===== config.mk =====
export PLATFORM = sky130hd
export DESIGN_NAME = ball_link_top
export DESIGN_NICKNAME = d
export VERILOG_FILES = /design/src/verilog/ball_link_pkg.sv /design/src/verilog/i2c_byte_if.sv /design/src/verilog/ball_frame_sender.sv /design/src/verilog/i2c_byte_master.sv /design/src/verilog/ball_link_top.sv
export SDC_FILE = /design/constraint.sdc
export NUM_CORES = 1
export LEC_CHECK = 0
export BUFFER_PORTS_ARGS = -buffer_cell sky130_fd_sc_hd__buf_2
export CAP_MARGIN = 30
export CELL_PAD_IN_SITES_DETAIL_PLACEMENT = 1
export CELL_PAD_IN_SITES_GLOBAL_PLACEMENT = 1
export CORE_AREA = 2 2 81 83
export CTS_CLUSTER_DIAMETER = 80
export DETAILED_ROUTE_END_ITERATION = 16
export DIE_AREA = 0 0 83 85
export PLACE_DENSITY = 0.78
export SLEW_MARGIN = 20
export SYNTH_ARGS = -nofsm -noshare
export SYNTH_HDL_FRONTEND = slang
export SYNTH_SLANG_ARGS = --single-unit

===== constraint.sdc =====
create_clock -name clk -period 3.65 [get_ports clk]
set_input_delay 0.73 -clock clk [delete_from_list [all_inputs] [get_ports clk]]
set_output_delay 0.73 -clock clk [all_outputs]
set_load 0.01 [all_outputs]

===== src/verilog/ball_link_pkg.sv =====
package ball_link_pkg;

    // address byte of the one telemetry target
    localparam logic [7:0] target_addr = 8'haa;

    // data bytes that follow the address in every frame
    localparam int frame_data_bytes = 6;

    // clock cycles per quarter of an SCL period
    localparam int scl_quarter_cycles = 4;

    // wide enough to count up to frame_data_bytes
    typedef logic [2:0] byte_idx_t;

    // game state captured on the trigger
    typedef struct packed {
        logic [9:0] y;
        logic [7:0] vy;
        logic [1:0] gravity;
        logic       collision;
        logic       lose;
    } ball_snapshot_t;

    // Frame byte mapping, in send order after the address byte:
    //   byte 0  y[9:8] in bits 7:6, zeros below
    //   byte 1  y[7:0]
    //   byte 2  vy
    //   byte 3  gravity, zero-extended
    //   byte 4  collision, zero-extended
    //   byte 5  lose, zero-extended

    // sender states, one-hot so they drive status_led directly
    typedef enum logic [6:0] {
        idle       = 7'b000_0001,
        start_wait = 7'b000_0010,
        byte_wait  = 7'b000_0100,
        send_byte  = 7'b000_1000,
        stop       = 7'b001_0000,
        done_wait  = 7'b010_0000,
        done       = 7'b100_0000
    } link_state_t;

endpackage


===== src/verilog/i2c_byte_if.sv =====
`timescale 1ns/1ps

interface i2c_byte_if;

    logic       start_req;
    logic       stop_req;
    logic       byte_req;
    logic [7:0] tx_data;
    // high while the master is idle
    logic       ready;
    // valid once ready rises after a byte
    logic       ack_ok;

    modport requester (
        output start_req, stop_req, byte_req, tx_data,
        input  ready, ack_ok
    );

    modport responder (
        input  start_req, stop_req, byte_req, tx_data,
        output ready, ack_ok
    );

endinterface


===== src/verilog/ball_frame_sender.sv =====
`timescale 1ns/1ps

module ball_frame_sender (
    input  logic                          clk,
    input  logic                          reset,
    input  logic                          send_trigger,
    input  ball_link_pkg::ball_snapshot_t snapshot,
    i2c_byte_if.requester                 link,
    output logic                          frame_done,
    output logic                          frame_nack,
    output logic                          busy,
    output logic [7:0]                    status_led
);

    import ball_link_pkg::*;

    link_state_t state;
    byte_idx_t   byte_idx;
    logic        nack_seen;
    logic [7:0]  tx_byte;
    logic [7:0]  frame_bytes [frame_data_bytes];

    logic trigger_taken;
    logic byte_back;
    logic all_sent;

    // trigger only counts in idle, a busy sender drops it
    assign trigger_taken = (state == idle) && send_trigger;

    // master finished the last request
    assign byte_back = (state == byte_wait) && link.ready;

    assign all_sent = (byte_idx == byte_idx_t'(frame_data_bytes));

    always_ff @(posedge clk or posedge reset) begin
        if (reset) begin
            state     <= idle;
            byte_idx  <= '0;
            nack_seen <= 1'b0;
        end else begin
            case (state)
                idle: begin
                    if (send_trigger) begin
                        state     <= start_wait;
                        byte_idx  <= '0;
                        nack_seen <= 1'b0;
                    end
                end

                // hold start_req until the master takes it
                start_wait: begin
                    if (!link.ready) begin
                        state <= byte_wait;
                    end
                end

                byte_wait: begin
                    if (link.ready) begin
                        if (!link.ack_ok) begin
                            // target refused, close the frame early
                            nack_seen <= 1'b1;
                            state     <= stop;
                        end else if (all_sent) begin
                            state <= stop;
                        end else begin
                            state <= send_byte;
                        end
                    end
                end

                send_byte: begin
                    if (!link.ready) begin
                        byte_idx <= byte_idx + 1'b1;
                        state    <= byte_wait;
                    end
                end

                stop: begin
                    if (!link.ready) begin
                        state <= done_wait;
                    end
                end

                done_wait: begin
                    if (link.ready) begin
                        state <= done;
                    end
                end

                done: begin
                    state <= idle;
                end

                default: begin
                    state <= idle;
                end
            endcase
        end
    end

    // snapshot bytes and the byte on offer
    always_ff @(posedge clk) begin
        if (trigger_taken) begin
            frame_bytes[0] <= {snapshot.y[9:8], 6'b0};
            frame_bytes[1] <= snapshot.y[7:0];
            frame_bytes[2] <= snapshot.vy;
            frame_bytes[3] <= {6'b0, snapshot.gravity};
            frame_bytes[4] <= {7'b0, snapshot.collision};
            frame_bytes[5] <= {7'b0, snapshot.lose};
            tx_byte        <= target_addr;
        end else if (byte_back && link.ack_ok && !all_sent) begin
            tx_byte <= frame_bytes[byte_idx];
        end
    end

    assign link.start_req = (state == start_wait);
    assign link.byte_req  = (state == send_byte);
    assign link.stop_req  = (state == stop);
    assign link.tx_data   = tx_byte;

    assign frame_done = (state == done);
    assign frame_nack = (state == done) && nack_seen;
    assign busy       = (state != idle);

    // state is already one-hot
    assign status_led = {1'b0, state};

endmodule


===== src/verilog/i2c_byte_master.sv =====
`timescale 1ns/1ps

module i2c_byte_master (
    input  logic          clk,
    input  logic          reset,
    i2c_byte_if.responder link,
    output logic          scl,
    output logic          sda_pull_low,
    input  logic          sda_in
);

    import ball_link_pkg::*;

    typedef enum logic [2:0] {
        bus_idle,
        bus_start,
        bus_bits,
        bus_hold,
        bus_stop
    } bus_state_t;

    bus_state_t bus_state;

    logic [$clog2(scl_quarter_cycles)-1:0] q_cnt;
    logic [1:0] qtr;
    logic [3:0] bit_cnt;
    logic [7:0] shift;
    logic       ready_q;
    logic       ack_q;

    logic tick;
    logic phase_end;
    logic take_byte;

    // one quarter of SCL elapsed
    assign tick      = (q_cnt == scl_quarter_cycles - 1);
    assign phase_end = tick && (qtr == 2'd3);

    // new byte accepted, either with START or while holding the bus
    assign take_byte = ((bus_state == bus_idle) && link.start_req) ||
                       ((bus_state == bus_hold) && link.byte_req);

    always_ff @(posedge clk or posedge reset) begin
        if (reset) begin
            bus_state <= bus_idle;
            q_cnt     <= '0;
            qtr       <= 2'd0;
            bit_cnt   <= 4'd0;
            ready_q   <= 1'b1;
            ack_q     <= 1'b0;
        end else begin
            case (bus_state)
                bus_idle: begin
                    q_cnt <= '0;
                    qtr   <= 2'd0;
                    if (link.start_req) begin
                        bus_state <= bus_start;
                        ready_q   <= 1'b0;
                    end
                end

                // SCL parked low, waiting for the next byte or STOP
                bus_hold: begin
                    q_cnt <= '0;
                    qtr   <= 2'd0;
                    if (link.byte_req) begin
                        bus_state <= bus_bits;
                        bit_cnt   <= 4'd0;
                        ready_q   <= 1'b0;
                    end else if (link.stop_req) begin
                        bus_state <= bus_stop;
                        ready_q   <= 1'b0;
                    end
                end

                default: begin
                    if (tick) begin
                        q_cnt <= '0;
                        qtr   <= qtr + 2'd1;
                    end else begin
                        q_cnt <= q_cnt + 1'b1;
                    end

                    // ack sampled in the middle of the high time
                    if (bus_state == bus_bits && bit_cnt == 4'd8 &&
                        qtr == 2'd1 && tick) begin
                        ack_q <= !sda_in;
                    end

                    if (phase_end) begin
                        case (bus_state)
                            bus_start: begin
                                bus_state <= bus_bits;
                                bit_cnt   <= 4'd0;
                            end
                            bus_bits: begin
                                if (bit_cnt == 4'd8) begin
                                    bus_state <= bus_hold;
                                    ready_q   <= 1'b1;
                                end else begin
                                    bit_cnt <= bit_cnt + 4'd1;
                                end
                            end
                            default: begin
                                bus_state <= bus_idle;
                                ready_q   <= 1'b1;
                            end
                        endcase
                    end
                end
            endcase
        end
    end

    // data shifts out MSB first, moved on while SCL is low
    always_ff @(posedge clk) begin
        if (take_byte) begin
            shift <= link.tx_data;
        end else if (bus_state == bus_bits && phase_end) begin
            shift <= {shift[6:0], 1'b0};
        end
    end

    // quarters per phase:
    //   start  SCL 1 1 1 0, SDA pulled from the 2nd quarter
    //   bit    SCL 0 1 1 0, SDA stable for the whole bit
    //   stop   SCL 0 1 1 1, SDA released in the last quarter
    always_comb begin
        scl          = 1'b1;
        sda_pull_low = 1'b0;
        case (bus_state)
            bus_start: begin
                scl          = (qtr != 2'd3);
                sda_pull_low = (qtr != 2'd0);
            end
            bus_bits: begin
                scl          = (qtr == 2'd1) || (qtr == 2'd2);
                // ack bit leaves SDA to the target
                sda_pull_low = (bit_cnt < 4'd8) && !shift[7];
            end
            bus_hold: begin
                scl = 1'b0;
            end
            bus_stop: begin
                scl          = (qtr != 2'd0);
                sda_pull_low = (qtr != 2'd3);
            end
            default: begin
                scl = 1'b1;
            end
        endcase
    end

    assign link.ready  = ready_q;
    assign link.ack_ok = ack_q;

endmodule


===== src/verilog/ball_link_top.sv =====
`timescale 1ns/1ps

module ball_link_top (
    input  logic       clk,
    input  logic       reset,
    input  logic       send_trigger,
    input  logic [9:0] ball_y,
    input  logic [7:0] ball_vy,
    input  logic [1:0] gravity_step,
    input  logic       collision,
    input  logic       lose,
    output logic       scl,
    output logic       sda_pull_low,
    input  logic       sda_in,
    output logic       frame_done,
    output logic       frame_nack,
    output logic       busy,
    output logic [7:0] status_led
);

    import ball_link_pkg::*;

    ball_snapshot_t snapshot;

    i2c_byte_if link_if ();

    assign snapshot.y         = ball_y;
    assign snapshot.vy        = ball_vy;
    assign snapshot.gravity   = gravity_step;
    assign snapshot.collision = collision;
    assign snapshot.lose      = lose;

    ball_frame_sender i_sender (
        .clk          (clk),
        .reset        (reset),
        .send_trigger (send_trigger),
        .snapshot     (snapshot),
        .link         (link_if.requester),
        .frame_done   (frame_done),
        .frame_nack   (frame_nack),
        .busy         (busy),
        .status_led   (status_led)
    );

    i2c_byte_master i_master (
        .clk          (clk),
        .reset        (reset),
        .link         (link_if.responder),
        .scl          (scl),
        .sda_pull_low (sda_pull_low),
        .sda_in       (sda_in)
    );

endmodule


==> results of run 1 <==
how the worst max path moves through the flow:
stage | slack [ns] | cells past startpoint | end | from
2_1_floorplan | 1.37 | 6 | i_master.shift[1]$_DFFE_PP_ | i_sender.state[4]$_DFFE_PP0P_
3_5_place_dp | 1.17 | 4 | i_master.shift[4]$_DFFE_PP_ | i_sender.state[4]$_DFFE_PP0P_
5_1_grt | 0.90 | 5 | i_sender.link.tx_data[2]$_SDFFE_PP0P_ | i_sender.state[1]$_DFFE_PP0P_
4_1_cts | 1.15 | 4 | i_master.shift[5]$_DFFE_PP_ | i_sender.state[4]$_DFFE_PP0P_
6_report | 1.16 | 4 | i_master.shift[0]$_SDFFCE_PP0P_ | i_sender.state[4]$_DFFE_PP0P_
3_3_place_gp | 1.25 | 4 | i_master.shift[2]$_DFFE_PP_ | i_sender.state[4]$_DFFE_PP0P_
registers in the layout, indices dropped and copies added (netlist names):
name	count
i_master.bus_state	3
i_master.bit_cnt	4
i_sender.nack_seen	1
i_master.link.ack_ok	1
i_master.link.ready	1
i_master.qtr	2
i_sender.link.tx_data	8
i_sender.state	7
i_sender.byte_idx	3
i_master.q_cnt	2
i_sender.frame_bytes	22
i_master.shift	8
metrics by stage:
stage | instances | total power [uW]
3_3_place_gp | 358 | 1370
4_1_cts | 375 | 2020
5_1_grt | 376 | 2120
6_report | 376 | 2020
2_1_floorplan | 256 | 1250
3_5_place_dp | 359 | 1400
where the power goes:
part           internal (uW)  leakage [uW]  total, uW  switching [uW]
Clock                    353      0.000104        616             263
Sequential               866      0.000659        945            79.6
Combinational            198      0.000634        455             257
Total                   1420       0.00140       2020             600
layer usage:
metal / vias up / wire length (um) / share of wire, %
li1: 1021 / - / -
met1: 1033 / 2970 / 46
met2: 33 / 3160 / 49
met3: 11 / 201 / 3.1
met4: 0 / 116 / 1.8
met5: - / 0 / 0
cells in the mapped netlist, drive strengths merged (3+ instances only):
master	instances
nor2b	6
clkbuf	10
mux2	9
a22oi	4
a31oi	4
or3	7
edfxtp	30
o311ai	5
dfrtp	22
nand2b	3
dfxtp	8
nor3	6
nor3b	3
a21oi	14
o22a	3
o31ai	4
inv	10
ha	8
nand2	22
mux2i	6
buf	3
nor2	22
o21ai	10
nand3	4
worst max-delay path, stage by stage, from the launching register on:
cell,delay [ns]
sky130_fd_sc_hd__dfrtp_1,0.49
sky130_fd_sc_hd__or3_4,0.42
sky130_fd_sc_hd__or3_1,0.35
sky130_fd_sc_hd__or3_1,0.56
sky130_fd_sc_hd__nand2_1,0.35
final cells by class:
cell class / instances / area, sq um / area share (%)
clock buffer: 13 / 159 / 4.70
clock inverter: 3 / 43.8 / 1.29
tap: 77 / 96.3 / 2.85
multi-input combinational: 171 / 1160 / 34.3
timing repair buffer: 40 / 223 / 6.58
sequential: 62 / 1660 / 49.2
inverter: 10 / 37.5 / 1.11
logic make-up after synthesis:
kind of cell / synth area share, %
muxes: 6.41
buffers and inverters: 3.59
AOI/OAI and AO/OA: 12.7
adders and majority gates: 3.42
xor gates and xnor gates: 0.598
and+or+nand+nor: 16.3
DFF: 56.8
other: 0.128
==> results by group, run 1 <==
Layout
  – Design area: 3380 sq um
  – Final Net Count: 328
  – N_diodes: 0
  – Filler Cell Count: 676
  – Most frequent standard cell in the layout excluding fill and tap cells: sky130_fd_sc_hd__buf_2
  – Top library cells by usage in the layout, fill and taps aside: sky130_fd_sc_hd__buf_2, sky130_fd_sc_hd__edfxtp_1, sky130_fd_sc_hd__nor2_1, sky130_fd_sc_hd__nand2_1, sky130_fd_sc_hd__dfrtp_1
  – Fraction of the core area covered by cells at the end of the flow: 54.5%
  – Area growth from synthesis to layout: 15.5%
  – Fraction of final layout cells with drive strength greater than 1: 24.7%

Worst setup path
  – Crit path arrival time: 2.51 ns
  – Worst Setup Start Kind: register
  – Reg-to-reg slack, setup: roughly 1.2 ns
  – Capture point of the worst reg-to-reg path: i_master.shift[0]$_SDFFCE_PP0P_
  – Highest fanout seen on the critical path: 8
  – Crit Path Category: register to register
  – Required arrival time at the worst endpoint: 3.66 ns
  – CP Capture Type: register
  – Reg-to-reg startpoint: i_sender.state[4]$_DFFE_PP0P_
  – Number of cell instances on the worst register-to-register path: 4

Synthesis
  – Net count of the mapped netlist: 290
  – Post-synth design cell area: 2930 sq um
  – Number of enable flip-flop cells after synthesis: 30
  – Area contributors post-synth: sky130_fd_sc_hd__edfxtp_1, sky130_fd_sc_hd__dfrtp_1, sky130_fd_sc_hd__dfxtp_1
  – Mean cell area of the mapped netlist: 11.4 sq um
  – Most frequently used flop master after synthesis: sky130_fd_sc_hd__edfxtp_1
  – Warning count from the yosys run: 0
  – Leading area contributor after synthesis: sky130_fd_sc_hd__edfxtp_1
  – Number of instances in the synthesized netlist: 256
  – Sequential element share of the synthesized area: a little under three fifths
  – Async set or reset register ratio after synthesis: 38.7%
  – Flip-flop and latch count after synthesis: 62
  – Unique masters post-synth: 51
  – Area share of the largest cell type after synthesis: 30.8%

Global routing
  – Global-route met3 utilization: about 4%
  – Met2 routing resource usage after global routing: 32.2%
  – Number of antenna violations at the first check in global routing: 0
  – Overflow left after global routing: 0
  – Via count of the first global-routing pass: 2209
  – Maximum number of pins on one net before global-route repair: 27
  – GRT busiest layer: met2
  – Overall track demand over capacity in global routing: 20.0%
  – Wire length of the first global-routing pass: around 11000 um
  – Global routing usage on met1: 26.1%

Clock network
  – CTS tree: built
  – Maximum root-to-sink buffer count: 2
  – Number of buffers created by CTS: 9
  – Total number of clock tree sinks: just over 60
  – CTS HTree Levels: 3
  – Post-CTS setup repair buffer count: 0
  – Latest clock arrival within the worst-skew pair: 0.34 ns
  – Number of buffers inserted by hold repair at cts: 0
  – Clock-pin transition on the worst setup and hold timing paths: ~0.070 ns
  – Post_cts resized: 0
  – Buffer cell driving the clock tree root: sky130_fd_sc_hd__clkbuf_8

Timing
  – Setup-failing EPs final: 0
  – Max transition margin: 59.9%
  – Setup repair after global routing missed its margin: no
  – Post-route fraction of the period consumed by the critical path: 68.2%
  – Worst path setup slack after routing: roughly 1.2 ns
  – Post-route minimum period: 2.49 ns
  – Max Freq: 401 MHz
  – Clk_skew: just under 0.007 ns
  – Sum of negative setup slack: 0 ns
  – Worst Hold Margin: 0.411 ns
  – Final Slew Violations: 0
  – Final Hold Viols: 0
  – Slew at the pin closest to its max-slew limit: 0.596 ns

Placed design
  – Placement Cell Area: roughly 3200 sq um
  – Count of buffers from port buffering: 37
  – DP HPWL: between 4000 and 5000 um
  – RD Place Congestion: between 0.8 and 0.9
  – Placement-stage worst setup slack: 1.17 ns

Die
  – Die extent in x: 83 um
  – Die Y: 85 um
  – Full die area: 7060 sq um
  – Row count: 29
  – Initial Utilization: between 40 and 50%
  – Number of ports placed on the die boundary: 39
  – CORE AREA: 6200 sq um

Pwr
  – Max rail drop VDD: 0.000373 V
  – Lkg Pwr: 0.00140 uW
  – Power per unit of standard cell area: just under 600 nW/um^2

Route
  – Router iterations before antenna repair: 4
  – Antenna-violating nets left: 0
  – Violation count after the first detailed-routing iteration: 80
  – DRC Markers: 0
  – Mean number of vias per cell: 5.58
  – Wire per inst: 17.2 um
  – Via Count: 2098
  – Total length of routed wires: 6460 um

Hold path
  – Tightest Hold Check Type: input port to asynchronous set/reset pin

Run
  – Number of maximum-capacitance constraint violations: 0

Outcome
  – Outcome: finished, final reports clean
Power figures use the tool's default switching activity.
==> run 2, diff against run 1 <==
Settings changed: ABC_AREA set to 1, CORE_AREA 2 2 81 83 to 2 2 92 94, DIE_AREA 0 0 83 85 to 0 0 94 96, PLACE_DENSITY 0.78 to 0.69.
Clock period 3.65 ns to 2.1 ns, I/O delays scaled along.
==> results by group, run 2 <==
Layout
  – Top library cells by usage in the layout, fill and taps aside: sky130_fd_sc_hd__nand2_1, sky130_fd_sc_hd__buf_2, sky130_fd_sc_hd__inv_1 (was sky130_fd_sc_hd__buf_2, sky130_fd_sc_hd__edfxtp_1, sky130_fd_sc_hd__nor2_1, sky130_fd_sc_hd__nand2_1, sky130_fd_sc_hd__dfrtp_1)
  – N_diodes: 0 (unchanged)
  – Final Net Count: 422 (was 328)
  – Most frequent standard cell in the layout excluding fill and tap cells: sky130_fd_sc_hd__nand2_1 (was sky130_fd_sc_hd__buf_2)
  – Area growth from synthesis to layout: 18.8% (was 15.5%)
  – Top reg by flops: i_sender.frame_bytes (unchanged)
  – Flip-flop count of the largest register after layout: 22 (unchanged)
  – Fraction of final layout cells with drive strength greater than 1: 22.6% (was 24.7%)
  – Filler Cell Count: 957 (was 676)

Timing
  – Final Hold Viols: 0 (unchanged)
  – Setup-failing EPs final: 0 (unchanged)
  – Sum of negative setup slack: 0 ns (unchanged)
  – Max Freq: approximately 510 MHz
  – Post-route minimum period: 1.95 ns
  – Worst Hold Margin: 0.118 ns (was 0.411 ns)
  – Setup repair after global routing missed its margin: no (unchanged)
  – Clk_skew: 0.0109 ns (was 0.00694 ns)
  – Final Slew Violations: 0 (unchanged)
  – Post-route fraction of the period consumed by the critical path: around 93%

Die
  – Initial Utilization: 37.5% (was 47.2%)
  – Number of ports placed on the die boundary: 39 (unchanged)
  – Full die area: 9020 sq um (was 7060 sq um)
  – Die extent in x: 94 um (was 83 um)
  – Die Y: 96 um (was 85 um)
  – CORE AREA: 8050 sq um (was 6200 sq um)
  – Row count: 33 (was 29)

Synthesis
  – Net count of the mapped netlist: 371 (was 290)
  – Async set or reset register ratio after synthesis: 38.7% (unchanged)
  – Post-synth design cell area: 3020 sq um (was 2930 sq um)
  – Dominant combinational cell family by area after synthesis: simple AND/OR/NAND/NOR gates (unchanged)
  – Simple logic cell fraction of the synthesized area: 27.5% (was 16.3%)
  – Number of enable flip-flop cells after synthesis: 30 (unchanged)
  – Most frequently used flop master after synthesis: sky130_fd_sc_hd__edfxtp_1 (unchanged)
  – Area contributors post-synth: sky130_fd_sc_hd__edfxtp_1, sky130_fd_sc_hd__dfrtp_1, sky130_fd_sc_hd__nand2_1 (was sky130_fd_sc_hd__edfxtp_1, sky130_fd_sc_hd__dfrtp_1, sky130_fd_sc_hd__dfxtp_1)
  – Cell with the most instances after synthesis: sky130_fd_sc_hd__nand2_1 (was sky130_fd_sc_hd__edfxtp_1)
  – Xor and xnor fraction of the mapped netlist area: 0.870% (was 0.598%)
  – Most common library cells after synthesis: sky130_fd_sc_hd__nand2_1, sky130_fd_sc_hd__inv_1, sky130_fd_sc_hd__nand3_1 (was sky130_fd_sc_hd__edfxtp_1, sky130_fd_sc_hd__dfrtp_1, sky130_fd_sc_hd__nand2_1, sky130_fd_sc_hd__nor2_1, sky130_fd_sc_hd__a21oi_1)
  – Flip-flop and latch count after synthesis: 62 (unchanged)
  – Unique masters post-synth: 35 (was 51)
  – Number of instances in the synthesized netlist: 337 (was 256)
  – Mean cell area of the mapped netlist: 8.96 sq um (was 11.4 sq um)
  – Sequential element share of the synthesized area: 55.1% (was 56.8%)
  – Area share of the largest cell type after synthesis: 29.8% (was 30.8%)
  – Proportion of synthesized area in mux cells: 0% (was 6.41%)
  – Leading area contributor after synthesis: sky130_fd_sc_hd__edfxtp_1 (unchanged)
  – Adder-cell area share of the yosys netlist: 3.31% (was 3.42%)
  – Warning count from the yosys run: 0 (unchanged)
  – Area fraction in compound gates after synthesis: 7.58% (was 12.7%)

Pwr
  – Max rail drop VDD: 0.000502 V (was 0.000373 V)
  – Power per unit of standard cell area: 1200 nW/um^2 (was 596 nW/um^2)
  – Lkg Pwr: 0.00167 uW (was 0.00140 uW)

Hold path
  – Tightest Hold Check Type: input port to asynchronous set/reset pin (unchanged)

Global routing
  – Via count of the first global-routing pass: 2413 (was 2209)
  – Overall track demand over capacity in global routing: 16.4% (was 20.0%)
  – Maximum number of pins on one net before global-route repair: 25 (was 27)
  – Number of antenna violations at the first check in global routing: 0 (unchanged)
  – Wire length of the first global-routing pass: 11100 um (was 11000 um)
  – Overflow left after global routing: 0 (unchanged)

Worst setup path
  – CP max-delay cell: sky130_fd_sc_hd__dfrtp_1 (was sky130_fd_sc_hd__or3_1)
  – Crit path arrival time: 1.53 ns (was 2.51 ns)
  – Critical path cell sequence: nor2_2 > inv_1 > nor2_1 > nand2_1 > o21ai_0 > o211ai_1 > buf_2 (was or3_4 > or3_1 > or3_1 > nand2_1)
  – CP Capture Type: output port (was register)
  – Highest fanout seen on the critical path: 5 (was 8)
  – Required arrival time at the worst endpoint: 1.68 ns (was 3.66 ns)
  – Worst Setup Start Kind: register (unchanged)
  – Number of cell instances on the worst register-to-register path: 5 (was 4)
  – Maximum cell stage delay along the critical path: 0.43 ns (was 0.56 ns)
  – Crit Path Category: register to output port (was register to register)

Clock network
  – Latest clock arrival within the worst-skew pair: 0.34 ns (about the same)
  – Clock-pin transition on the worst setup and hold timing paths: 0.08 ns (was 0.07 ns)
  – Total number of clock tree sinks: 62 (unchanged)
  – Buffer cell driving the clock tree root: sky130_fd_sc_hd__clkbuf_8 (unchanged)
  – Maximum root-to-sink buffer count: 2 (unchanged)
  – Number of buffers inserted by hold repair at cts: 0 (unchanged)
  – Number of buffers created by CTS: 9 (unchanged)
  – CTS HTree Levels: 3 (unchanged)
  – CTS tree: built (unchanged)

Route
  – Total length of routed wires: 6530 um (was 6460 um)
  – Wire per inst: 13.1 um (was 17.2 um)
  – Router iterations before antenna repair: 4 (unchanged)
  – Mean number of vias per cell: 4.64 (was 5.58)
  – DRC Markers: 0 (unchanged)
  – Via Count: 2310 (was 2098)
  – Violation count after the first detailed-routing iteration: 55 (was 80)
  – Antenna-violating nets left: 0 (unchanged)

Placed design
  – RD Place Congestion: 0.767 (was 0.812)
  – DP HPWL: 5090 um (was 4520 um)
  – Count of buffers from port buffering: 37 (unchanged)

Run
  – Number of maximum-capacitance constraint violations: 0 (unchanged)

Outcome
  – Outcome: finished, final reports clean (unchanged)
## run 2: cell families (layout without fill, tap and decap cells)
group	count (synthesis)	in the layout
and+or+nand+nor	179	179
DFF	62	62
buffers and inverters	43	99
AOI/OAI and AO/OA	41	41
adders and majority gates	8	8
xor gates and xnor gates	3	3
other	1	1
## run 2: power breakdown
group	total [uW]	switching (uW)	leakage (uW)	internal, uW
registers	1780	159	0.000658	1620
clock network	1080	520	0.000100	562
logic	1440	973	0.000910	467
## run 2: worst max-delay path: cells and delay by family (launching register included)
kind                   cells  cell delay (ns)
DFF                        1             0.43
and+or+nand+nor            3             0.35
AOI/OAI and AO/OA          2             0.18
buffers and inverters      2             0.23
## run 2: final cells by class
class | instances | area (sq um) | share of cell area (%)
clock inverter | 7 | 81.3 | 2.27
inverter | 40 | 150 | 4.18
multi-input combinational | 232 | 1190 | 33.3
sequential | 62 | 1660 | 46.4
clock buffer | 9 | 124 | 3.45
timing repair buffer | 43 | 243 | 6.76
tap | 105 | 131 | 3.66
## run 2: stage by stage
step / total power, uW / instance area (sq um) / worst slack [ns] / instances / utilization (%)
after floorplan: 2780 / 3020 / 0.325 / 337 / -
after global placement: 3210 / 3380 / 0.275 / 482 / 41.9
after detailed placement: 3250 / 3380 / 0.172 / 482 / 41.9
after CTS: 4350 / 3580 / 0.0924 / 498 / 44.5
after global routing: 4650 / 3590 / 0.0200 / 498 / 44.6
final: 4300 / 3590 / 0.148 / 498 / 44.6
## run 2: layer usage
metal / vias to the layer above / share of wire (%) / GRT usage, %
met5: - / 0 / 0
met4: 0 / 1.4 / 5.43
met3: 7 / 3.8 / 4.39
met2: 40 / 50 / 28.6
met1: 1062 / 45 / 19.6
li1: 1201 / - / -
## run 2: path summary, 6_finish.rpt
path	from	slack [ns]	endpoint
max in group asynchronous	reset	1.68	i_master.link.ready$_DFFE_PP1P_
min reg2reg	i_master.q_cnt[0]$_DFF_PP0_	0.44	i_master.q_cnt[0]$_DFF_PP0_
max	i_master.bus_state[0]$_DFFE_PP0P_	0.15	scl
min	reset	0.12	i_sender.state[1]$_DFFE_PP0P_
min in group clk	ball_y[7]	0.25	i_sender.frame_bytes[1][7]$_DFFE_PP_
max reg2reg	i_sender.state[0]$_DFFE_PP1P_	0.36	i_sender.frame_bytes[2][2]$_DFFE_PP_
## run 2: timing repair
item                                   in CTS  in global routing
endpoints found under the hold margin       0                  0
gates resized for setup                     0                  2
buffers inserted                            0                  0
setup endpoints to repair                   0                  8
